==> config.mk <==
export PLATFORM = sky130hd
export DESIGN_NAME = bus_bridge
export DESIGN_NICKNAME = d
export VERILOG_FILES = /design/src/rtl/gfx_cpu_pkg.sv /design/src/rtl/bus_bridge.sv
export SDC_FILE = /design/constraint.sdc
export NUM_CORES = 1
export LEC_CHECK = 0
export ABC_AREA = 1
export BUFFER_PORTS_ARGS = -buffer_cell sky130_fd_sc_hd__buf_2
export CORE_MARGIN = 4
export CORE_UTILIZATION = 45
export CTS_CLUSTER_DIAMETER = 80
export CTS_CLUSTER_SIZE = 25
export DETAILED_ROUTE_END_ITERATION = 12
export PLACE_DENSITY = 0.77
export RECOVER_POWER = 25
export SETUP_SLACK_MARGIN = 0.15
export SLEW_MARGIN = 30
export SYNTH_ARGS = -nofsm -noshare
export SYNTH_HDL_FRONTEND = slang
export SYNTH_SLANG_ARGS = --single-unit
==> constraint.sdc <==
create_clock -name i_EMU_MCLK -period 4.04 [get_ports i_EMU_MCLK]
set_input_delay 0.202 -clock i_EMU_MCLK [delete_from_list [all_inputs] [get_ports i_EMU_MCLK]]
set_output_delay 0.202 -clock i_EMU_MCLK [all_outputs]
set_load 0.03 [all_outputs]
==> src/rtl/gfx_cpu_pkg.sv <==
package gfx_cpu_pkg;

    //////////////////////////////////////////////////////////////////////
    // widths

    typedef logic [14:0] cpu_addr_t;    // cpu word address
    typedef logic [15:0] cpu_data_t;
    typedef logic [31:0] axi_cmd_t;     // region one-hot on top, wr/rd at bit 1/0
    typedef logic [5:0]  cs_vec_t;      // active low selects
    typedef logic [10:0] pal_addr_t;
    typedef logic [14:0] rgb_t;         // {b, g, r}

    //////////////////////////////////////////////////////////////////////
    // bus constants

    localparam cpu_data_t BUS_IDLE_DATA = 16'hFFFF;
    localparam cs_vec_t   CS_NONE       = 6'h3F;

    localparam int CMD_REGION_MSB = 31;
    localparam int CMD_REGION_LSB = 26;

    // select bit per region
    localparam int REG_SCROLL = 5;
    localparam int REG_TILE1  = 4;
    localparam int REG_TILE2  = 3;
    localparam int REG_CHAR   = 2;
    localparam int REG_OBJ    = 1;
    localparam int REG_PAL    = 0;

    //////////////////////////////////////////////////////////////////////
    // decoded op and bridge states

    typedef enum logic [1:0] {
        OP_NONE,
        OP_READ,
        OP_WRITE
    } bus_op_t;

    typedef enum logic [4:0] {
        ST_STANDBY, ST_OPSTART, ST_BRANCH,
        ST_RD_S0, ST_RD_S1, ST_RD_S2, ST_RD_S3, ST_RD_S4, ST_RD_S5, ST_RD_S6,
        ST_RD_W0, ST_RD_W1,
        ST_WR_S0, ST_WR_S1, ST_WR_S2, ST_WR_S3, ST_WR_S4, ST_WR_S5, ST_WR_S6,
        ST_WR_W0, ST_WR_W1,
        ST_DONE
    } bridge_state_t;

    // select pattern with only one region active
    function automatic cs_vec_t lone_cs(input int idx);
        return ~(cs_vec_t'(1) << idx);
    endfunction

endpackage

==> src/rtl/bus_bridge.sv <==
`timescale 1ns/10ps

module bus_bridge (
    input  logic                    i_EMU_MCLK,
    input  logic                    dtack_set_n,
    input  logic                    i_EMU_CLK9MPCEN_n,
    input  logic                    i_EMU_CLK9MNCEN_n,

    input  logic                    i_cmd_pending,
    input  gfx_cpu_pkg::bus_op_t    i_op,
    input  gfx_cpu_pkg::cs_vec_t    i_cs_sel,
    input  gfx_cpu_pkg::cpu_addr_t  i_addr,
    input  gfx_cpu_pkg::cpu_data_t  i_wdata,
    input  logic                    i_dtack_n,
    input  gfx_cpu_pkg::cpu_data_t  i_CPU_DIN,
    input  gfx_cpu_pkg::cpu_data_t  i_pal_rdata,

    output logic                    o_load,
    output gfx_cpu_pkg::cpu_addr_t  o_CPU_ADDR,
    output gfx_cpu_pkg::cpu_data_t  o_CPU_DOUT,
    output logic                    o_CPU_RW,
    output logic                    o_CPU_UDS_n,
    output logic                    o_CPU_LDS_n,
    output gfx_cpu_pkg::cs_vec_t    o_cs_n,
    output gfx_cpu_pkg::cpu_data_t  o_AXI_CPU_DIN,
    output logic                    o_AXI_CPU_BUSY
);

    import gfx_cpu_pkg::*;

    bridge_state_t state;
    logic          step_en;
    cpu_data_t     rd_sample;
    logic          ext_one;

    assign o_load = (state == ST_OPSTART);     // host regs captured here

    //////////////////////////////////////////////////////////////////////
    // which 9M phase moves each step

    always_comb begin
        case (state)
            ST_STANDBY, ST_OPSTART, ST_DONE:
                step_en = 1'b1;
            ST_BRANCH, ST_RD_S1, ST_RD_S3, ST_RD_S5, ST_RD_W0,
            ST_WR_S1, ST_WR_S3, ST_WR_S5, ST_WR_W0:
                step_en = ~i_EMU_CLK9MPCEN_n;
            default:
                step_en = ~i_EMU_CLK9MNCEN_n;
        endcase
    end

    //////////////////////////////////////////////////////////////////////
    // read data source

    assign ext_one = o_cs_n[REG_PAL] && ($countones(~o_cs_n) == 1);

    always_comb begin
        if (o_cs_n == lone_cs(REG_PAL)) begin
            rd_sample = i_pal_rdata;
        end else if (ext_one) begin
            rd_sample = i_CPU_DIN;
        end else begin
            rd_sample = BUS_IDLE_DATA;     // no select or several
        end
    end

    //////////////////////////////////////////////////////////////////////
    // bus cycle FSM

    always_ff @(posedge i_EMU_MCLK or negedge dtack_set_n) begin
        if (!dtack_set_n) begin
            state          <= ST_STANDBY;
            o_CPU_ADDR     <= '0;
            o_CPU_DOUT     <= BUS_IDLE_DATA;
            o_AXI_CPU_DIN  <= BUS_IDLE_DATA;
            o_CPU_RW       <= 1'b1;
            o_CPU_UDS_n    <= 1'b1;
            o_CPU_LDS_n    <= 1'b1;
            o_cs_n         <= CS_NONE;
            o_AXI_CPU_BUSY <= 1'b0;
        end else if (step_en) begin
            case (state)
                ST_STANDBY: begin
                    if (i_cmd_pending) state <= ST_OPSTART;
                end
                ST_OPSTART: begin
                    o_AXI_CPU_BUSY <= 1'b1;
                    state          <= ST_BRANCH;
                end
                ST_BRANCH: begin
                    case (i_op)
                        OP_READ:  state <= ST_RD_S0;
                        OP_WRITE: state <= ST_WR_S0;
                        default:  state <= ST_DONE;    // no bus cycle
                    endcase
                end

                // read cycle
                ST_RD_S0: begin
                    o_CPU_ADDR <= i_addr;
                    state      <= ST_RD_S1;
                end
                ST_RD_S1: begin
                    o_cs_n <= i_cs_sel;
                    state  <= ST_RD_S2;
                end
                ST_RD_S2: begin
                    o_CPU_UDS_n <= 1'b0;
                    o_CPU_LDS_n <= 1'b0;
                    state       <= ST_RD_S3;
                end
                ST_RD_S3: state <= ST_RD_S4;
                ST_RD_S4, ST_RD_W1: state <= i_dtack_n ? ST_RD_W0 : ST_RD_S5;
                ST_RD_W0: state <= ST_RD_W1;
                ST_RD_S5: state <= ST_RD_S6;
                ST_RD_S6: begin
                    o_AXI_CPU_DIN <= rd_sample;    // selects still active here
                    o_CPU_UDS_n   <= 1'b1;
                    o_CPU_LDS_n   <= 1'b1;
                    o_cs_n        <= CS_NONE;
                    state         <= ST_DONE;
                end

                // write cycle
                ST_WR_S0: begin
                    o_CPU_ADDR <= i_addr;
                    state      <= ST_WR_S1;
                end
                ST_WR_S1: begin
                    o_cs_n   <= i_cs_sel;
                    o_CPU_RW <= 1'b0;
                    state    <= ST_WR_S2;
                end
                ST_WR_S2: begin
                    o_CPU_DOUT <= i_wdata;
                    state      <= ST_WR_S3;
                end
                ST_WR_S3: begin
                    o_CPU_UDS_n <= 1'b0;
                    o_CPU_LDS_n <= 1'b0;
                    state       <= ST_WR_S4;
                end
                ST_WR_S4, ST_WR_W1: state <= i_dtack_n ? ST_WR_W0 : ST_WR_S5;
                ST_WR_W0: state <= ST_WR_W1;
                ST_WR_S5: state <= ST_WR_S6;
                ST_WR_S6: begin
                    o_CPU_UDS_n <= 1'b1;
                    o_CPU_LDS_n <= 1'b1;
                    o_cs_n      <= CS_NONE;
                    state       <= ST_DONE;
                end

                ST_DONE: begin
                    o_CPU_ADDR     <= '0;
                    o_CPU_DOUT     <= BUS_IDLE_DATA;
                    o_CPU_RW       <= 1'b1;
                    o_AXI_CPU_BUSY <= 1'b0;
                    if (!i_cmd_pending) state <= ST_STANDBY;   // host cleared command
                end
                default: state <= ST_STANDBY;
            endcase
        end
    end

endmodule

==> results.py <==
metrics = {
    "status": {
        "status": "complete, but fails checks",
        "violations": "capacitance limit, slew limit",
    },
    "critical_path": {
        "critical_path.cell_chain": "fa_1 -> inv_1 -> fa_1 -> ha_1 -> inv_1 -> fa_1 -> nand4_1 -> o21ai_0 -> o21ai_0 -> nand3_1 -> nand2_1",
        "cp_num_buf_inv": 2,
        "worst_setup_path_end_kind": "flop",
        "cp_common_cell": "fa_1",
        "worstPathArrival_ps": 3520,
        "crit_path_start_kind": "flop",
        "worstSetupPathType": "flop to flop",
        "max_stage_delay_ps": 550,
        "cp_top_family": "adder cells",
        "crit_fanout": 16,
        "worstPathRequired_ps": 4300,
        "crit_path_top_delay_cell": "fa_1",
    },
    "synth": {
        "seq_area_frac_synth": 0.444,
        "synth_most_common_cell": "nand2_1",
        "synth_top_family_by_area": "simple AND/OR/NAND/NOR gates",
        "syn_area_um2": 3550,
        "yosysTopAreaCell": "dfstp_2",
        "synthAdderAreaFrac": 0.0380,
        "synth_area_leaders": "dfstp_2 (30%), nand2_1 (16%), dfrtp_1 (15%), nand3_1 (10%), inv_1 (5.8%)",
        "syn-num-nets": 567,
        "netlist_instances": 481,
        "synth-xor-area-share": 0,
        "synth_common_cells": "nand2_1 (150), nand3_1 (71), inv_1 (55), dfstp_2 (40), nor2_1 (36)",
        "yosys.area_share.simple": 0.357,
        "ys_types": 29,
        "synthFlopType": "dfstp_2",
        "ys_async_sr_fraction": 1.00,
        "ys_ff_latch": 61,
        "synth_compound_area_frac": 0.0655,
        "syn_area_per_cell_um2": 7.38,
        "ys_warn_count": 0,
        "synth_top_area_frac": 0.296,
        "muxShareOfSynthArea": 0,
        "synth_edf_count": 0,
    },
    "placement": {
        "globalplace.congestion": 0.910,
        "place_inst": 700,
        "place_ws_ps": 785,
        "dp_hpwl_um": 7130,
        "io_buffers": 134,
    },
    "sta": {
        "slew_violations": 37,
        "rsz0062_at_grt": "false",
        "setup_ws_ps": 773,
        "hold_viol_final": 0,
        "skew_ps": 6.33,
        "tightest_slew_ps": 1920,
        "relSlewSlack": -0.283,
        "max_freq_ghz": 0.306,
        "min_period_ps": 3270,
        "post-route-period-util": 0.809,
        "setup-tns-final_ps": 0,
        "finalSetupViolations": 0,
    },
    "clock_network": {
        "cts_hold_buf": 0,
        "post-cts-setup-buffer-count": 0,
        "clk-insertion-delay-late_ps": 330,
        "h-tree-depth": 3,
        "cts_buffers": 9,
        "cts_num_sinks": 61,
        "clk_pin_slew_ps": 70,
        "cts_resized": 0,
        "cts_tree": "yes",
        "clockBufferDepth": 2,
        "cts-root-buf": "clkbuf_8",
    },
    "route": {
        "first_pass_iters": 7,
        "vias": 3632,
        "post-route-drc-count": 0,
        "wl_um": 9560,
        "drt_iter0_drc": 189,
        "vias_per_cell": 5.07,
        "wl_per_cell_um": 13.4,
        "postRouteAntennaNets": 0,
    },
    "grt": {
        "grt_max_degree": 37,
        "grt_pass1_wl_um": 16100,
        "antenna_found_initial": 0,
        "grt.total_usage": 0.207,
        "grt_pass1_vias": 3545,
        "overflow": 0,
    },
    "cells_and_area": {
        "fill_cells": 766,
        "final_cells": 716,
        "drive_gt1_frac": 0.357,
        "nNetsFinal": 695,
        "diodes": 0,
        "syn_to_final_growth_pct": 25.4,
    },
    "floorplanning": {
        "start_util": 0.462,
        "coreArea_um2": 7690,
        "die_h_um": 96.8,
        "rows": 32,
        "pin_count": 135,
        "die_area_um2": 9380,
        "die_w_um": 96.8,
    },
    "run": {
        "maxCapViolCount": 1,
    },
    "hold_path": {
        "holdCritPathClass": "primary input to flop",
    },
    "power_and_ir_drop": {
        "p_leak_uw": 0.00256,
        "peakVddDrop_uv": 543,
        "power-per-cell-area_nw_per_um2": 833,
        "finalPower_uw": 3710,
    },
}
-- area by class of cell --
| type | count | area, um2 | area share |
|---|---|---|---|
| sequential | 61 | 1580 | 0.354 |
| inverter | 58 | 218 | 0.0489 |
| clock inverter | 4 | 47.5 | 0.0107 |
| clock buffer | 12 | 145 | 0.0326 |
| timing repair buffer | 138 | 696 | 0.156 |
| multi-input combinational | 341 | 1640 | 0.369 |
| tap | 102 | 128 | 0.0287 |
-- sequential cells by signal (all words and copies together), names as in the netlist --
signal          cells
o_CPU_LDS_n         1
state               5
o_CPU_DOUT         16
o_cs_n              6
o_CPU_ADDR         15
o_CPU_RW            1
o_AXI_CPU_BUSY      1
o_AXI_CPU_DIN      16
-- cells by family after synthesis --
| kind of cell | count (synthesis) |
|---|---|
| AOI/OAI and AO/OA | 42 |
| buffers and inverters | 79 |
| DFF | 61 |
| adders and majority gates | 9 |
| and+or+nand+nor | 290 |
-- layer usage --
layer	up-vias	GRT usage	share of wire
met4	0	0.0918	0.023
met2	160	0.335	0.49
met5	-	0	0
met3	18	0.0642	0.068
li1	1775	-	-
met1	1679	0.253	0.42
-- worst reg2reg max path, stage by stage (launching register included) --
cell,delay [ps]
dfstp_2,400
fa_1,550
inv_1,50
fa_1,470
ha_1,130
inv_1,40
fa_1,470
nand4_1,400
o21ai_0,360
o21ai_0,130
nand3_1,120
nand2_1,70
-- path summary, 6_finish.rpt --
| kind | startpoint | end | slack, ps | cells after the start |
|---|---|---|---|---|
| max | o_cs_n[0] | o_AXI_CPU_DIN[5] | 770 | 11 |
| max reg2reg | o_cs_n[0] | o_AXI_CPU_DIN[5] | 770 | 11 |
| min | i_wdata[11] | o_CPU_DOUT[11] | 180 | 4 |
| min in group asynchronous | dtack_set_n | o_CPU_DOUT[0] | 650 | 1 |
| min reg2reg | o_CPU_DOUT[14] | o_CPU_DOUT[14] | 460 | 2 |
| max in group asynchronous | dtack_set_n | o_CPU_ADDR[10] | 1510 | 2 |
-- power breakdown --
group / leakage, uW / total, uW / internal [uW] / switching [uW]
combinational: 0.00178 / 1960 / 555 / 1410
sequential: 0.000682 / 1210 / 1030 / 188
clock: 0.0000980 / 533 / 300 / 233
-- cell usage in the layout, fill, tap and decap left out, drive strengths merged --
cell type,netlist,final
a21oi,1,1
buf,14,136
bufinv,0,1
clkbuf,7,14
clkinv,1,4
dfrtp,21,21
dfstp,40,40
fa,3,3
ha,6,6
inv,57,57
nand2,152,152
nand3,72,72
nand4,4,4
nor2,36,36
nor3,4,4
o2111ai,1,1
o211ai,2,2
o21ai,37,37
o221ai,1,1
or2,22,22
-- through the flow --
| step | utilization | hold slack [ps] | area (um2) |
|---|---|---|---|
| after floorplan | - | -93.6 | 3550 |
| after global placement | 0.555 | 449 | 4270 |
| after detailed placement | 0.555 | 452 | 4270 |
| after CTS | 0.580 | 166 | 4460 |
| after global routing | 0.579 | 174 | 4450 |
| final | 0.579 | 184 | 4450 |
Note: power is estimated with default switching activity, not from simulation.
