## config.mk

```make
export PLATFORM = sky130hd
export DESIGN_NAME = dtack_gen
export DESIGN_NICKNAME = d
export VERILOG_FILES = /design/src/rtl/gfx_cpu_pkg.sv /design/src/rtl/dtack_gen.sv
export SDC_FILE = /design/constraint.sdc
export NUM_CORES = 1
export LEC_CHECK = 0
export ABC_AREA = 1
export BUFFER_PORTS_ARGS = -buffer_cell sky130_fd_sc_hd__buf_2
export CAP_MARGIN = 20
export CORE_AREA = 2 2 39 41
export DETAILED_ROUTE_END_ITERATION = 8
export DIE_AREA = 0 0 41 43
export REMOVE_ABC_BUFFERS = 1
export SKIP_LAST_GASP = 1
export SLEW_MARGIN = 20
export SYNTH_ARGS = -nofsm -noshare
export SYNTH_HDL_FRONTEND = slang
export SYNTH_SLANG_ARGS = --single-unit
```

## constraint.sdc

```tcl
create_clock -name i_EMU_MCLK -period 1 [get_ports i_EMU_MCLK]
set_input_delay 0.2 -clock i_EMU_MCLK [delete_from_list [all_inputs] [get_ports i_EMU_MCLK]]
set_output_delay 0.2 -clock i_EMU_MCLK [all_outputs]
set_load 0.1 [all_outputs]
```

## src/rtl/gfx_cpu_pkg.sv

```systemverilog
package gfx_cpu_pkg;

    //////////////////////////////////////////////////////////////////////
    // widths

    typedef logic [14:0] cpu_addr_t;    // cpu word address
    typedef logic [15:0] cpu_data_t;
    typedef logic [31:0] axi_cmd_t;     // region one-hot on top, wr/rd at bit 1/0
    typedef logic [5:0]  cs_vec_t;      // active low selects
    typedef logic [10:0] pal_addr_t;
    typedef logic [14:0] rgb_t;         // {b, g, r}

    //////////////////////////////////////////////////////////////////////
    // bus constants

    localparam cpu_data_t BUS_IDLE_DATA = 16'hFFFF;
    localparam cs_vec_t   CS_NONE       = 6'h3F;

    localparam int CMD_REGION_MSB = 31;
    localparam int CMD_REGION_LSB = 26;

    // select bit per region
    localparam int REG_SCROLL = 5;
    localparam int REG_TILE1  = 4;
    localparam int REG_TILE2  = 3;
    localparam int REG_CHAR   = 2;
    localparam int REG_OBJ    = 1;
    localparam int REG_PAL    = 0;

    //////////////////////////////////////////////////////////////////////
    // decoded op and bridge states

    typedef enum logic [1:0] {
        OP_NONE,
        OP_READ,
        OP_WRITE
    } bus_op_t;

    typedef enum logic [4:0] {
        ST_STANDBY, ST_OPSTART, ST_BRANCH,
        ST_RD_S0, ST_RD_S1, ST_RD_S2, ST_RD_S3, ST_RD_S4, ST_RD_S5, ST_RD_S6,
        ST_RD_W0, ST_RD_W1,
        ST_WR_S0, ST_WR_S1, ST_WR_S2, ST_WR_S3, ST_WR_S4, ST_WR_S5, ST_WR_S6,
        ST_WR_W0, ST_WR_W1,
        ST_DONE
    } bridge_state_t;

    // select pattern with only one region active
    function automatic cs_vec_t lone_cs(input int idx);
        return ~(cs_vec_t'(1) << idx);
    endfunction

endpackage

```

## src/rtl/dtack_gen.sv

```systemverilog
`timescale 1ns/10ps

module dtack_gen (
    input  logic                    i_EMU_MCLK,
    input  logic                    dtack_set_n,
    input  logic                    i_EMU_CLK6MPCEN_n,
    input  logic                    i_EMU_CLK6MNCEN_n,
    input  logic                    i_ABS_n1H,
    input  logic                    i_ABS_2H,
    input  logic                    i_uds_n,
    input  logic                    i_lds_n,
    input  gfx_cpu_pkg::cs_vec_t    i_cs_n,
    output logic                    o_dtack_n
);

    import gfx_cpu_pkg::*;

    logic       strobe_idle;
    logic       px_04;
    logic [2:0] tmr_en;
    logic [2:0] tmr_n;

    assign strobe_idle = i_uds_n & i_lds_n;
    assign px_04       = ~i_ABS_2H & i_ABS_n1H;    // pixel 0 or 4

    //////////////////////////////////////////////////////////////////////
    // acknowledge timers

    assign tmr_en[0] = ~i_EMU_CLK6MPCEN_n;
    assign tmr_en[1] = ~i_EMU_CLK6MPCEN_n & ~i_ABS_n1H;
    assign tmr_en[2] = ~i_EMU_CLK6MNCEN_n & px_04;     // 6M falling side

    // idle strobes hold all timers at one
    always_ff @(posedge i_EMU_MCLK or negedge dtack_set_n) begin
        if (!dtack_set_n) begin
            tmr_n <= '1;
        end else begin
            for (int i = 0; i < 3; i++) begin
                if (strobe_idle || tmr_en[i]) tmr_n[i] <= strobe_idle;
            end
        end
    end

    //////////////////////////////////////////////////////////////////////
    // per-region choice

    always_comb begin
        case (i_cs_n)
            lone_cs(REG_SCROLL),
            lone_cs(REG_OBJ):
                o_dtack_n = tmr_n[1];
            lone_cs(REG_TILE1),
            lone_cs(REG_TILE2),
            lone_cs(REG_CHAR):
                o_dtack_n = tmr_n[2];
            default:
                o_dtack_n = tmr_n[0];   // palette, none, or mixed selects
        endcase
    end

endmodule

```

==> results.md, run 1 <==
* Largest regs: tmr_n x3
* Setup bufs post-CTS at 0
* Setup WS pre-CTS at -0.261 ns
* GRT overflow at 0
* Register area at 78.8 sq um
* Critical path class: register to output port
* Worst EP arrival at 1.14 ns
* Final #Nets at 72
* Core area at 1380 sq um
* DP Area at 328 sq um
* DR WL/cell at 6.58 um
* Max_cap viols at 0
* Pwr dens at 1350 nW/um^2
* Worst hold slack at 0.176 ns
* Ratio of cells with drive above 1 in the final layout at 38.6%
* Cell mode on critical path: nand2_1
* Buf/Inv on CP at 2
* Multi-input combinational cell area at 124 sq um
* Maximum vdd drop at 0.000662 V
* Largest net degree at the start of global routing at 4
* Detailed Routing Iterations Pass 1 at 2
* Fin util at 26.5%
* Total number of clock tree sinks at 3
* Outcome: complete, but fails checks
* CTS root buf: clkbuf_4
* CTS buffer count at 3
* Cell variety after synth at 8
* Yosys warns at 0
* Worst-Margin Slew at 0.163 ns
* CTS tree: built
* Total number of vias at 273
* Post-route DRC at 0
* Vias per cell at 3.74
* Global-route wire length before repair at 828 um
* CP Cell Sequence: nand2_1 > nand2_1 > inv_1 > nand2_2 > buf_12
* Seq cells post-synth at 3
* Gate Count Post-Synth at 38
* Post-layout worst setup margin at -0.336 ns
* Die Ht at 43 um
* Worst hold path class: input pin to register
* Commonest non-fill, non-tap cell in the layout: nand2_1
* Die width at 41 um
* Fin area at 367 sq um
* Largest fanout on the critical path at 2
* Relative slew margins at 89.1%
* Count of input and output buffers at 14
* Most flop-heavy register: tmr_n
* Final Non-Filler Cells at 73
* Gr usage total at 7.44%
* Leak at 0.212 nW
* Initial antenna violation count at 0
* Cell Area, Synth at 223 sq um
* Max reg flops at 3
* Worst path slowest cell: dfstp_2
* CP peak stage delay at 0.52 ns
* Tcrit/Tclk final at 134%
* Antenna Diode Count at 0
* DIE AREA at 1760 sq um
* Filler cells at 164
* Dpl hpwl at 412 um
* Ports at 15
* Final hold vios at 0
* Required time of the critical path at 0.80 ns
* Failing checks: negative setup slack
* Seq/Total Area, Yosys at 35.4%
* Fin. max-slew vios at 0
* Max clock buf depth at 2
* Cells after DPL at 68
* Area Overhead vs Synth at 64.6%
* Commonest cells after routing, fill and taps aside: nand2_1, buf_2, nor2_1
* Startpoint Class: register
* Fin crit period at 1.34 ns
* Starting Density at 16.1%
* Clock slew at reported path FFs at 0.04 ns
* # setup viols final at 1
* H-tree depth at 1
* Row count at 14
* GP Congestion at 0.636
* Avg Cell Area, Syn at 5.86 sq um
* Top delay family on crit path: flip-flops
* FMAX at 748 MHz
* Worst-Skew Late Latency at 0.23 ns
* Endpoint class of the critical path: output port
* Final ANT Viol Nets at 0
* DR iter-0 viols at 2
* Vias in the first global route at 250
* RSZ-0062 raised after global routing: true
* WL final at 480 um
* Skew final at 0 ns
-- worst register-to-register path, stage by stage, from the launching register on --
cell and delay [ns]:
dfstp_2 0.52, inv_1 0.04, o21ai_0 0.15
-- per-layer routing --
layer,routed length [um],GRT usage [%]
met1,182,6.45
met2,234,11.3
met3,42,3.14
met4,22,8.00
met5,0,0
-- path summary, 6_finish.rpt --
| path | cells after the start | to | startpoint | slack (ns) |
|---|---|---|---|---|
| min in group asynchronous | 2 | tmr_n[1] | dtack_set_n | 0.46 |
| worst max register to register | 2 | tmr_n[2] | tmr_n[2] | 0.22 |
| max in group asynchronous | 2 | tmr_n[0] | dtack_set_n | 0.52 |
| worst max-delay path | 5 | o_dtack_n | tmr_n[1] | -0.34 |
| worst min-delay path | 3 | tmr_n[0] | i_EMU_CLK6MPCEN_n | 0.18 |
| worst min register to register | 2 | tmr_n[0] | tmr_n[0] | 0.46 |
-- through the flow --
stage | setup TNS, ns | total power, mW
detailed placement | -0.261 | 0.282
global route | -0.401 | 0.537
CTS | -0.346 | 0.506
finish | -0.336 | 0.495
global placement | -0.250 | 0.279
floorplan | -0.469 | 0.221
-- synthesized netlist by cell type --
master,count,area [sq um]
nand2_1,17,63.8
nor2_1,7,26.3
inv_1,6,22.5
dfstp_2,3,78.8
o21ai_0,2,10.0
nand3b_1,1,7.51
nor2_2,1,6.26
nor3b_1,1,7.51
-- where the power goes --
part	internal, mW	switching, mW	total (mW)
Sequential	0.144	0.00689	0.151
Combinational	0.0565	0.0763	0.133
Clock	0.149	0.0614	0.211
Total	0.350	0.145	0.495
-- layout make-up --
class	count	share of cell area [%]
sequential	3	21.5
timing repair buffer	15	25.9
inverter	6	6.14
tap	16	5.46
clock buffer	4	7.17
multi-input combinational	29	33.8
-- what timing repair did --
item,in CTS,in global routing
setup endpoints to repair,1,1
pin swaps,3,1
hold endpoints to repair,3,0
hold buffers,1,0
resized for setup,1,0
-- kinds of logic (layout without fill, tap and decap cells) --
group / count (synthesis) / after routing / share of synthesized area [%]
DFF: 3 / 3 / 35.4
AOI/OAI and AO/OA: 2 / 2 / 4.49
and+or+nand+nor: 27 / 27 / 50.0
buffers and inverters: 6 / 25 / 10.1
(Power assumes the default switching activity.)
==> run 2: changes to the inputs <==
--- a/config.mk
+++ b/config.mk
@@ -5,7 +5,7 @@
 export SDC_FILE = /design/constraint.sdc
 export NUM_CORES = 1
 export LEC_CHECK = 0
-export ABC_AREA = 1
+export ABC_AREA = 0
 export BUFFER_PORTS_ARGS = -buffer_cell sky130_fd_sc_hd__buf_2
 export CAP_MARGIN = 20
 export CORE_AREA = 2 2 39 41
==> constraint.sdc (replaced) <==
create_clock -name i_EMU_MCLK -period 1.4 [get_ports i_EMU_MCLK]
set_input_delay 0.28 -clock i_EMU_MCLK [delete_from_list [all_inputs] [get_ports i_EMU_MCLK]]
set_output_delay 0.28 -clock i_EMU_MCLK [all_outputs]
set_load 0.1 [all_outputs]
==> run 2 against run 1 <==
Against the previous run: the flow still finishes with violations (negative setup slack); via count decreased by 20%; global-route usage shrank 1.7 points; clock skew unchanged; setup slack better by 0.010 ns; die area unchanged; sequential power decreased by 29%; final cell count fell by 22%; synthesized cell count down 45%; clock-buffer cell count unchanged; worst hold slack got worse by 0.17 ns; critical path type unchanged.
==> results.md, run 2 <==
* Fin. max-slew vios at 0 (unchanged)
* Yosys warns at 0 (unchanged)
* Synth top cells by count: nand2_1, dfstp_2, o21ai_0, xnor2_1 (was nand2_1, nor2_1, inv_1)
* Top_reg_cell synth: dfstp_2 (unchanged)
* Fin crit period at 1.73 ns
* Endpoint class of the critical path: output port (unchanged)
* Row count at 14 (unchanged)
* Die width at 41 um (unchanged)
* Worst-Skew Late Latency at 0.23 ns (about the same)
* Setup WS pre-CTS at -0.190 ns (was -0.261 ns)
* Setup TNS at -0.326 ns (was -0.336 ns)
* Skew final at 0 ns (unchanged)
* Final hold vios at 0 (unchanged)
* Gate Count Post-Synth at 21 (was 38)
* Global-route wire length before repair at 627 um (was 828 um)
* Max clock buf depth at 2 (unchanged)
* Psw at 0.101 mW (was 0.145 mW)
* Clock share of power at 41.7% (was 42.6%)
* Startpoint Class: register (unchanged)
* Sequential Power Share at 29.9% (was 30.6%)
* Max_cap viols at 0 (unchanged)
* Dpl hpwl at 363 um (was 412 um)
* Largest net degree at the start of global routing at 5 (was 4)
* Failing checks: negative setup slack (unchanged)
* Most frequent cell after synthesis: nand2_1 (unchanged)
* Final #Nets at 56 (was 72)
* Worst hold path class: input pin to asynchronous set/reset pin (was input pin to register)
* Die Ht at 43 um (unchanged)
* Critical path class: register to output port (unchanged)
* Async SR Flop Fraction at 100% (unchanged)
* H-tree depth at 1 (unchanged)
* DIE AREA at 1760 sq um (unchanged)
* Ratio of cells with drive above 1 in the final layout at 56.1% (was 38.6%)
* CTS tree: built (unchanged)
* Outcome: complete, but fails checks (unchanged)
* Worst hold slack at 0.00775 ns (was 0.176 ns)
* Final Non-Filler Cells at 57 (was 73)
* Synth area leader: dfstp_2 (unchanged)
* Commonest non-fill, non-tap cell in the layout: buf_2 (was nand2_1)
* Worst EP arrival at 1.45 ns (was 1.14 ns)
* Cell Area, Synth at 189 sq um (was 223 sq um)
* Largest fanout on the critical path at 2 (unchanged)
* Cells after DPL at 52 (was 68)
* DR iter-0 viols at 1 (was 2)
* Pint at 0.257 mW (was 0.350 mW)
* Worst-Margin Slew at 0.282 ns (was 0.163 ns)
* Clock slew at reported path FFs at 0.04 ns (about the same)
* Most flop-heavy register: tmr_n (unchanged)
* Detailed Routing Iterations Pass 1 at 4 (was 2)
* GP Congestion at 0.577 (was 0.636)
* Post-synth EDFFs at 0 (unchanged)
* Ports at 15 (unchanged)
* Gr usage total at 5.75% (was 7.44%)
* Comb pwr share at 28.4% (was 26.8%)
* Leak at 0.153 nW (was 0.212 nW)
* Maximum vdd drop at 0.000349 V (was 0.000662 V)
* FMAX at 579 MHz
* CTS buffer count at 3 (unchanged)
* Synth area leaders: dfstp_2, xnor2_1, nand2_1 (was dfstp_2, nand2_1, nor2_1)
* Avg Cell Area, Syn at 9.00 sq um (was 5.86 sq um)
* Power Total at 0.358 mW (was 0.495 mW)
* Antenna Diode Count at 0 (unchanged)
* Total number of clock tree sinks at 3 (unchanged)
* Initial antenna violation count at 0 (unchanged)
* Area Overhead vs Synth at 78.1% (was 64.6%)
* RSZ-0062 raised after global routing: true (unchanged)
* Vias in the first global route at 167 (was 250)
* Post-route DRC at 0 (unchanged)
* Commonest cells after routing, fill and taps aside: buf_2, nand2_1, clkbuf_4, dfstp_2 (was nand2_1, buf_2, nor2_1)
* Relative slew margins at 81.1% (was 89.1%)
* Max reg flops at 3 (unchanged)
* Total number of vias at 218 (was 273)
* Pwr dens at 1060 nW/um^2 (was 1350 nW/um^2)
* GRT overflow at 0 (unchanged)
* Post-layout worst setup margin at -0.326 ns (was -0.336 ns)
* Core area at 1380 sq um (unchanged)
* Share of the synthesized area in the top cell type at 41.7% (was 35.4%)
* Final ANT Viol Nets at 0 (unchanged)
* Vias per cell at 3.82 (was 3.74)
* Seq cells post-synth at 3 (unchanged)
* WL final at 446 um (was 480 um)
* Largest regs: tmr_n x3 (unchanged)
* # setup viols final at 1 (unchanged)
* CTS root buf: clkbuf_4 (unchanged)
* Seq/Total Area, Yosys at 41.7% (was 35.4%)
* Tcrit/Tclk final at 123%
* Count of input and output buffers at 14 (unchanged)
* Cell variety after synth at 14 (was 8)
* Filler cells at 165 (was 164)
* Starting Density at 13.7% (was 16.1%)
* Required time of the critical path at 1.12 ns (was 0.80 ns)
* Sw frac at 28.3% (was 29.2%)
* DR WL/cell at 7.82 um (was 6.58 um)
[run 2: worst paths after layout]
kind,from,endpoint,slack [ns],cells past startpoint
max,tmr_n[1],o_dtack_n,-0.33,3
min,dtack_set_n,tmr_n[0],0.008,1
max reg2reg,tmr_n[2],tmr_n[2],0.42,4
min reg2reg,tmr_n[0],tmr_n[0],0.46,2
max in group asynchronous,dtack_set_n,tmr_n[2],1.37,1
min in group i_EMU_MCLK,i_EMU_CLK6MPCEN_n,tmr_n[0],0.26,3
[run 2: metrics by stage]
step           area (sq um)  utilization (%)
6_report                337             24.3
5_1_grt                 337             24.3
4_1_cts                 337             24.3
3_5_place_dp            302             21.8
3_3_place_gp            302             21.8
2_1_floorplan           189                -
[run 2: cells by family (layout without fill, tap and decap cells)]
logic type,count (synthesis),count (layout),share of synthesized area (%)
buf+inv,1,21,1.98
xor+xnor,2,2,9.27
simple gates,8,8,22.5
compound gates,7,7,24.5
flops,3,3,41.7
[run 2: metal layers]
layer  vias up  share of wire (%)  track usage [%]
met4         0                  0             8.00
met5         -                  0                0
met2        14                 40             6.25
li1        118                  -                -
met3         0                 14             1.57
met1        86                 46             7.17
[run 2: cell type report]
cell class,instances,area (sq um),area share (%)
well taps,16,20.0,5.95
inverters,1,5.00,1.49
flip-flops and latches,3,78.8,23.4
clock buffers,4,26.3,7.81
repair buffers,16,100,29.7
multi-input cells,17,106,31.6
[run 2: critical path: stages, from the launching register on]
cell      delay (ns)
dfstp_2         0.52
or3b_1          0.34
o211ai_1        0.15
buf_12          0.22
[run 2: power groups by stage]
stage,logic [mW],clock network [mW],registers (mW)
floorplan,0.0503,0,0.106
global placement,0.0969,0,0.108
finish,0.102,0.149,0.107
detailed placement,0.0977,0,0.108
global route,0.111,0.161,0.108
CTS,0.103,0.159,0.107
[run 2: repair_timing]
item | in CTS | in global routing
hold buffers | 0 | 0
cloned | 0 | 0
setup endpoints to repair | 1 | 1
endpoints found under the hold margin | 0 | 0
pin swaps | 2 | 0
setup buffers | 1 | 0
gates resized for setup | 1 | 0
