## src/rtl/gfx_cpu_pkg.sv

```systemverilog
package gfx_cpu_pkg;

    //////////////////////////////////////////////////////////////////////
    // widths

    typedef logic [14:0] cpu_addr_t;    // cpu word address
    typedef logic [15:0] cpu_data_t;
    typedef logic [31:0] axi_cmd_t;     // region one-hot on top, wr/rd at bit 1/0
    typedef logic [5:0]  cs_vec_t;      // active low selects
    typedef logic [10:0] pal_addr_t;
    typedef logic [14:0] rgb_t;         // {b, g, r}

    //////////////////////////////////////////////////////////////////////
    // bus constants

    localparam cpu_data_t BUS_IDLE_DATA = 16'hFFFF;
    localparam cs_vec_t   CS_NONE       = 6'h3F;

    localparam int CMD_REGION_MSB = 31;
    localparam int CMD_REGION_LSB = 26;

    // select bit per region
    localparam int REG_SCROLL = 5;
    localparam int REG_TILE1  = 4;
    localparam int REG_TILE2  = 3;
    localparam int REG_CHAR   = 2;
    localparam int REG_OBJ    = 1;
    localparam int REG_PAL    = 0;

    //////////////////////////////////////////////////////////////////////
    // decoded op and bridge states

    typedef enum logic [1:0] {
        OP_NONE,
        OP_READ,
        OP_WRITE
    } bus_op_t;

    typedef enum logic [4:0] {
        ST_STANDBY, ST_OPSTART, ST_BRANCH,
        ST_RD_S0, ST_RD_S1, ST_RD_S2, ST_RD_S3, ST_RD_S4, ST_RD_S5, ST_RD_S6,
        ST_RD_W0, ST_RD_W1,
        ST_WR_S0, ST_WR_S1, ST_WR_S2, ST_WR_S3, ST_WR_S4, ST_WR_S5, ST_WR_S6,
        ST_WR_W0, ST_WR_W1,
        ST_DONE
    } bridge_state_t;

    // select pattern with only one region active
    function automatic cs_vec_t lone_cs(input int idx);
        return ~(cs_vec_t'(1) << idx);
    endfunction

endpackage

```

## src/rtl/cmd_regs.sv

```systemverilog
`timescale 1ns/10ps

module cmd_regs (
    input  logic                    i_EMU_MCLK,
    input  logic                    dtack_set_n,
    input  logic                    i_load,

    input  gfx_cpu_pkg::cpu_addr_t  i_AXI_CPU_ADDR,
    input  gfx_cpu_pkg::cpu_data_t  i_AXI_CPU_DOUT,
    input  gfx_cpu_pkg::axi_cmd_t   i_AXI_CPU_COMMAND,

    output logic                    o_cmd_pending,
    output gfx_cpu_pkg::bus_op_t    o_op,
    output gfx_cpu_pkg::cs_vec_t    o_cs_sel,
    output gfx_cpu_pkg::cpu_addr_t  o_addr,
    output gfx_cpu_pkg::cpu_data_t  o_wdata
);

    import gfx_cpu_pkg::*;

    axi_cmd_t cmd_q;

    // live command, not the latched one
    assign o_cmd_pending = (i_AXI_CPU_COMMAND != '0);

    always_ff @(posedge i_EMU_MCLK or negedge dtack_set_n) begin
        if (!dtack_set_n) begin
            cmd_q <= '0;
        end else if (i_load) begin
            cmd_q <= i_AXI_CPU_COMMAND;
        end
    end

    always_ff @(posedge i_EMU_MCLK) begin
        if (i_load) begin
            o_addr  <= i_AXI_CPU_ADDR;
            o_wdata <= i_AXI_CPU_DOUT;
        end
    end

    //////////////////////////////////////////////////////////////////////
    // decode

    always_comb begin
        case (cmd_q[1:0])
            2'b01:   o_op = OP_READ;
            2'b10:   o_op = OP_WRITE;
            default: o_op = OP_NONE;    // nop or both bits set
        endcase
    end

    assign o_cs_sel = ~cmd_q[CMD_REGION_MSB:CMD_REGION_LSB];   // one-hot to active low

endmodule

```

## config.mk

```make
export PLATFORM = sky130hd
export DESIGN_NAME = cmd_regs
export DESIGN_NICKNAME = d
export VERILOG_FILES = /design/src/rtl/gfx_cpu_pkg.sv /design/src/rtl/cmd_regs.sv
export SDC_FILE = /design/constraint.sdc
export NUM_CORES = 1
export LEC_CHECK = 0
export BUFFER_PORTS_ARGS = -buffer_cell sky130_fd_sc_hd__buf_2
export CAP_MARGIN = 30
export CORE_MARGIN = 5
export CORE_UTILIZATION = 38
export DETAILED_ROUTE_END_ITERATION = 12
export PLACE_DENSITY = 0.82
export REMOVE_ABC_BUFFERS = 1
export SKIP_LAST_GASP = 1
export SLEW_MARGIN = 20
export SYNTH_ARGS = -nofsm -noshare
export SYNTH_HDL_FRONTEND = slang
export SYNTH_SLANG_ARGS = --single-unit
```

## constraint.sdc

```tcl
create_clock -name i_EMU_MCLK -period 0.8 [get_ports i_EMU_MCLK]
set_input_delay 0.04 -clock i_EMU_MCLK [delete_from_list [all_inputs] [get_ports i_EMU_MCLK]]
set_output_delay 0.04 -clock i_EMU_MCLK [all_outputs]
set_load 0.005 [all_outputs]
```

==> flow_metrics.py, run 1 <==
metrics = {
    "sta": {
        "skew_ps": 0,
        "period_minus_slack_ps": 1030,
        "worst_pin_slew_ps": 232,
        "finalSetupViolCount": 41,
        "setup_ws_ps": -229,
        "max-slew-margin-rel": 0.844,
        "fmax_mhz": 972,
        "tns_ps": -4210,
        "rsz0062_at_grt": "yes",
        "period_share": 1.29,
        "whs_ps": 54.3,
        "final_max_slew_viol_count": 0,
        "hold_viol_final": 0,
    },
    "power_and_ir_drop": {
        "powerDensity_nw_per_um2": 1720,
        "clkPwrFrac": 0.285,
        "ir_drop_uv": 1090,
        "pwr-share-comb": 0.168,
        "switching_share": 0.217,
        "p_switching_mw": 0.960,
        "p_leak_nw": 1.15,
        "p_int_mw": 3.46,
        "p_seq_frac": 0.548,
    },
    "synth": {
        "yosysTopAreaCellShare": 0.701,
        "ys_types": 12,
        "syn_area_per_cell_sq_um": 18.2,
        "ys_seq_area_frac": 0.852,
        "ys_async_sr_fraction": 0.205,
        "synth.most_common_cell": "edfxtp_1",
        "synth_top_area_cell": "edfxtp_1",
        "synthCells": 73,
        "yosys-top-cells-area": "edfxtp_1 (70%), dfrtp_1 (15%), nor4_1 (2.8%), o21ai_0 (2.3%), nor4_2 (1.9%)",
        "synth.ff_latch_count": 39,
        "synth-edff-count": 31,
        "syn_area_sq_um": 1330,
        "synthTopCellsByCount": "edfxtp_1 (31), dfrtp_1 (8)",
        "synth_ff_type": "edfxtp_1",
        "synth_warnings": 0,
    },
    "setup_path": {
        "reg2reg_to": "cmd_q[30]",
        "crit_type": "reg -> out",
        "crit_path_end_kind": "output pin",
        "worst_setup_path_start_kind": "flop",
        "crit_chain": "nor2b_1, buf_2",
        "crit_slowest_cell": "dfrtp_1",
        "critPathMaxFanout": 3,
        "critPathArrivalTime_ps": 990,
        "crit_required_ps": 760,
        "cpPeakStageDelay_ps": 410,
        "reg2regPathDepth": 4,
        "r2r-start": "cmd_q[30]",
        "rrSetupSlack_ps": -60,
    },
    "clock_tree": {
        "cts_inserted_buffers": 5,
        "h-tree-depth": 2,
        "clkTransAtPathRegs_ps": 110,
        "clock_sinks": 39,
        "cts_tree": "yes",
        "clk_latency_ps": 330,
        "clock_path_buffers": 2,
        "cts_root_buffer": "clkbuf_4",
    },
    "detailed_routing": {
        "drtAntennaViolNets": 0,
        "drt-pass1-iter-count": 4,
        "num_vias": 1275,
        "drt_iter0_drc": 82,
        "detail_route.drc_violations": 0,
        "routed_wl_mm": 4.42,
        "highest_layer": "met4",
        "met3WireLength_microns": 423,
        "viasPerCell": 4.60,
        "wire_per_inst_microns": 16.0,
        "dr_wl_met2_mm": 2.35,
        "wl_met1_mm": 1.57,
    },
    "global_routing": {
        "grt_pass1_vias": 1294,
        "grt_max_degree": 28,
        "antenna_found_initial": 0,
        "grtUsageTotal": 0.174,
        "gr-total-overflow": 0,
        "grt_pass1_wl_mm": 6.38,
    },
    "layout": {
        "layoutNonFillerInstCount": 277,
        "layout-drive-gt1-share": 0.571,
        "multi_input_area_sq_um": 244,
        "n_antenna_cell": 0,
        "fin_util": 0.765,
        "seqCellArea_sq_um": 1130,
        "synthToLayoutAreaGrowth_pct": 93.8,
        "nNetsFinal": 296,
        "nFillCells": 233,
    },
    "floorplanning": {
        "die_w_microns": 69.1,
        "rows": 21,
        "core_region_area_sq_um": 3360,
        "die_h_microns": 69.1,
        "start_util": 0.395,
        "die_area_sq_um": 4780,
        "ios": 106,
    },
    "hold_path": {
        "hold_class": "in -> async",
    },
    "outcome": {
        "status": "finished with violations",
        "violations": "setup timing",
    },
    "run": {
        "cap_viol_max_count": 0,
    },
    "placed_design": {
        "dpl.hpwl_mm": 2.69,
        "io_buffers": 105,
        "gp_congestion": 0.739,
        "dpl.cell_count": 227,
    },
}
## power by group through the flow
stage / Clock [mW] / Sequential, mW / Combinational [mW]
2_1_floorplan: 0 / 2.48 / 0.0622
3_5_place_dp: 0 / 2.46 / 0.481
6_report: 1.26 / 2.42 / 0.742
3_3_place_gp: 0 / 2.45 / 0.465
4_1_cts: 1.27 / 2.41 / 0.643
5_1_grt: 1.37 / 2.44 / 0.799
## layout by cell type, fill, tap and decap left out, types with 4 or more instances in the layout
master and n:
buf_2 96, dlygate4sd3_1 39, edfxtp_1 31, dfrtp_1 8, buf_6 8, nand2_1 6
o21ai_0 6, buf_4 6, nor4_4 5, clkbuf_4 5, inv_2 4
## cell families after synthesis
group                  Yosys count  synth area share
AO/OA/AOI/OAI                    6            0.0226
buffers and inverters            7            0.0207
AND/OR/NAND/NOR                 19            0.0877
flip-flops                      39             0.852
multiplexers                     2            0.0170
## metal layers
layer  track usage  vias to the layer above
met2         0.297                       67
met4        0.0716                        0
met3        0.0712                        7
met1         0.191                      613
met5             0                        -
li1              -                      588
## worst max-delay path by stage
stage / from / to / slack [ps] / depth (start not counted)
floorplan: cmd_q[0] / cmd_q[0] / 70 / 1
global placement: i_AXI_CPU_COMMAND[27] / o_cmd_pending / -350 / 5
detailed placement: i_AXI_CPU_COMMAND[27] / o_cmd_pending / -330 / 5
CTS: cmd_q[1] / o_op[1] / -240 / 2
global route: cmd_q[1] / o_op[1] / -280 / 2
finish: cmd_q[1] / o_op[1] / -230 / 2
## layout make-up
type,count,share of cell area
tap,46,0.0224
multi-input combinational,27,0.0948
timing repair buffer,151,0.405
clock inverter,3,0.0151
clock buffer,5,0.0146
sequential,39,0.440
inverter,6,0.00875
## repair_timing
item                                    CTS  global route
endpoints found under the setup margin   40            40
hold endpoints to repair                 46             0
gates resized for setup                   2            27
pin swaps                                 0             7
hold buffers                             39             0
setup buffers                             1             2
## critical path: cells and delay by family (launching register included)
kind	cells	cell delay (ps)
and+or+nand+nor	1	130
buffers and inverters	1	120
DFF	1	410
## state kept, by name (all words and copies together) (netlist names)
name / count
cmd_q: 8
o_wdata: 16
o_addr: 15
## per-stage QoR
stage | power (mW) | worst slack [ps] | instance area, sq um
3_3_place_gp | 2.91 | -349 | 1950
4_1_cts | 4.32 | -242 | 2430
5_1_grt | 4.61 | -277 | 2570
6_report | 4.42 | -229 | 2570
2_1_floorplan | 2.54 | 72.0 | 1320
3_5_place_dp | 2.94 | -330 | 1950
Note: power is estimated with default switching activity, not from simulation.
==> run 2, diff against run 1 <==
--- a/config.mk
+++ b/config.mk
@@ -5,10 +5,12 @@
 export SDC_FILE = /design/constraint.sdc
 export NUM_CORES = 1
 export LEC_CHECK = 0
+export ABC_AREA = 1
 export BUFFER_PORTS_ARGS = -buffer_cell sky130_fd_sc_hd__buf_2
 export CAP_MARGIN = 30
 export CORE_MARGIN = 5
-export CORE_UTILIZATION = 38
+export CORE_UTILIZATION = 39
+export CTS_CLUSTER_SIZE = 12
 export DETAILED_ROUTE_END_ITERATION = 12
 export PLACE_DENSITY = 0.82
 export REMOVE_ABC_BUFFERS = 1
==> run 2 against run 1 <==
Against the previous run:
- the flow still finishes with violations (setup timing)
- cell area is 1.1% higher
- critical path type unchanged
- maximum frequency is 11% higher
- non-clock buffer count is 2 lower
- die area is 4.0% higher
- synthesized area is 7.4% higher
- hold slack better by 66 ps
- largest power group unchanged
==> flow_metrics.py, run 2 <==
metrics = {
    "layout": {
        "fin_util": 0.721,
        "layout_common_cells": "buf_2 (99), dlygate4sd3_1 (40), edfxtp_1 (31), nand2_1 (20), inv_1 (18)",
        "largest-register": "o_wdata",
        "nNetsFinal": 332,
        "n_antenna_cell": 0,
        "reg_top3": "o_wdata (16), o_addr (15), cmd_q (8)",
        "final_area_sq_um": 2600,
        "nFillCells": 235,
        "final_common_cell": "buf_2",
        "synthToLayoutAreaGrowth_pct": 82.4,
        "largest_reg_flops": 16,
        "layout-drive-gt1-share": 0.457,
    },
    "placed_design": {
        "io_buffers": 105,
        "gp_congestion": 0.709,
        "dpl.hpwl_mm": 2.64,
        "place_area_sq_um": 2040,
    },
    "power_and_ir_drop": {
        "total_power_mw": 4.67,
        "p_leak_nw": 1.27,
        "pwr-share-comb": 0.151,
        "ir_drop_uv": 892,
        "switching_share": 0.204,
        "powerDensity_nw_per_um2": 1790,
        "p_int_mw": 3.72,
        "clkPwrFrac": 0.330,
        "p_seq_frac": 0.518,
        "p_switching_mw": 0.951,
    },
    "synth": {
        "synth.most_common_cell": "edfxtp_1",
        "synth.ff_latch_count": 39,
        "synth_warnings": 0,
        "synth_top_area_cell": "edfxtp_1",
        "ys_seq_area_frac": 0.793,
        "ys_types": 10,
        "ys_async_sr_fraction": 0.205,
        "yosys-top-cells-area": "edfxtp_1 (65%), dfrtp_1 (14%), inv_1 (6.3%), nand2_1 (5.3%), nor2_1 (4.2%)",
        "yosysTopAreaCellShare": 0.653,
        "syn_area_per_cell_sq_um": 12.9,
        "syn_area_sq_um": 1430,
        "synth-edff-count": 31,
        "synthCells": 111,
        "synthTopCellsByCount": "edfxtp_1 (31), inv_1 (24), nand2_1 (20)",
        "synth_ff_type": "edfxtp_1",
    },
    "global_routing": {
        "grt_pass1_vias": 1406,
        "grt_max_degree": 26,
        "grt_pass1_wl_mm": 6.37,
        "antenna_found_initial": 0,
        "gr-total-overflow": 0,
        "grtUsageTotal": 0.168,
    },
    "clock_tree": {
        "cts_tree": "yes",
        "cts_inserted_buffers": 5,
        "clock_sinks": 39,
        "clk_latency_ps": 280,
        "clock_path_buffers": 2,
        "clkTransAtPathRegs_ps": 70,
        "cts_root_buffer": "clkbuf_8",
        "h-tree-depth": 2,
    },
    "sta": {
        "max-slew-margin-rel": 0.879,
        "worst_pin_slew_ps": 182,
        "fmax_mhz": 1080,
        "skew_ps": 0,
        "setup_ws_ps": -125,
        "final_max_slew_viol_count": 0,
        "period_share": 1.16,
        "finalSetupViolCount": 38,
        "rsz0062_at_grt": "yes",
        "period_minus_slack_ps": 925,
        "hold_viol_final": 0,
        "tns_ps": -1280,
        "whs_ps": 121,
    },
    "floorplanning": {
        "core_region_area_sq_um": 3610,
        "die_w_microns": 70.5,
        "rows": 22,
        "die_area_sq_um": 4970,
        "die_h_microns": 70.5,
        "start_util": 0.396,
        "ios": 106,
    },
    "setup_path": {
        "crit_slowest_cell": "dfrtp_1",
        "crit_chain": "inv_1, nor2_1, buf_2",
        "crit_type": "reg -> out",
        "cpPeakStageDelay_ps": 380,
        "worst_setup_path_start_kind": "flop",
        "crit_required_ps": 760,
        "crit_path_end_kind": "output pin",
        "critPathMaxFanout": 2,
        "critPathArrivalTime_ps": 880,
    },
    "detailed_routing": {
        "drt_iter0_drc": 47,
        "viasPerCell": 4.16,
        "drtAntennaViolNets": 0,
        "drt-pass1-iter-count": 4,
        "routed_wl_mm": 3.93,
        "detail_route.drc_violations": 0,
        "wire_per_inst_microns": 12.5,
        "num_vias": 1309,
    },
    "run": {
        "cap_viol_max_count": 0,
    },
    "outcome": {
        "violations": "setup timing",
        "status": "finished with violations",
    },
    "hold_path": {
        "hold_class": "in -> async",
    },
}
## run 2: cell types whose count changed after synthesis, moves of 6 or more
| cell | before | now |
|---|---|---|
| nor2_1 | 0 | 16 |
| nand2_1 | 6 | 20 |
| nor4_1 | 6 | 0 |
| inv_1 | 6 | 24 |
## run 2: worst paths after layout
| check | to | cells past startpoint | slack, ps | startpoint |
|---|---|---|---|---|
| setup / recovery | o_op[1] | 3 | -120 | cmd_q[1] |
| hold / removal | cmd_q[28] | 2 | 120 | dtack_set_n |
| setup reg to reg | cmd_q[0] | 3 | 90 | cmd_q[0] |
| hold reg to reg | cmd_q[31] | 2 | 540 | cmd_q[31] |
| max in group asynchronous | cmd_q[30] | 2 | 510 | dtack_set_n |
| min in group i_EMU_MCLK | cmd_q[0] | 3 | 180 | i_load |
## run 2: layout make-up
| class | instances | area, sq um | share of cell area |
|---|---|---|---|
| clock inverters | 3 | 38.8 | 0.0149 |
| multi-input cells | 47 | 194 | 0.0746 |
| inverters | 24 | 90.1 | 0.0346 |
| well taps | 48 | 60.1 | 0.0231 |
| clock buffers | 5 | 68.8 | 0.0265 |
| repair buffers | 149 | 1020 | 0.392 |
| flip-flops and latches | 39 | 1130 | 0.435 |
## run 2: worst max-delay path, delay by kind of cell (launching register included)
| family | cells | cell delay (ps) |
|---|---|---|
| buf+inv | 2 | 190 |
| flops | 1 | 380 |
| simple gates | 1 | 30 |
## run 2: logic make-up (layout without fill, tap and decap cells)
logic type	after synthesis	in the layout	synth area share
DFF	39	39	0.793
AOI/OAI and AO/OA	8	8	0.0281
buffers and inverters	25	181	0.0711
and+or+nand+nor	39	39	0.108
## run 2: what timing repair did
| action | 4_1_cts | 5_1_grt |
|---|---|---|
| resized for setup | 0 | 14 |
| hold endpoints to repair | 47 | 0 |
| buffers inserted | 2 | 0 |
| hold buffers | 40 | 0 |
| pin swaps | 0 | 5 |
| setup endpoints to repair | 39 | 41 |
## run 2: power groups by stage
stage / Combinational, mW / Clock (mW) / Sequential [mW]
2_1_floorplan: 0.0841 / 0 / 2.47
3_3_place_gp: 0.488 / 0 / 2.44
3_5_place_dp: 0.502 / 0 / 2.45
4_1_cts: 0.666 / 1.58 / 2.41
5_1_grt: 0.781 / 1.68 / 2.44
6_report: 0.705 / 1.54 / 2.42
## run 2: layer usage
metal | wire, microns | GRT usage | part of all wire | vias up
li1 | - | - | - | 662
met1 | 1460 | 0.187 | 0.37 | 551
met2 | 1830 | 0.282 | 0.47 | 91
met3 | 571 | 0.0777 | 0.15 | 5
met4 | 63 | 0.0574 | 0.016 | 0
met5 | 0 | 0 | 0 | -
## run 2: metrics by stage
step	instances	worst slack (ps)
floorplan	110	209
CTS	315	-145
detailed placement	265	65.1
global route	315	-173
finish	315	-125
global placement	265	82.6
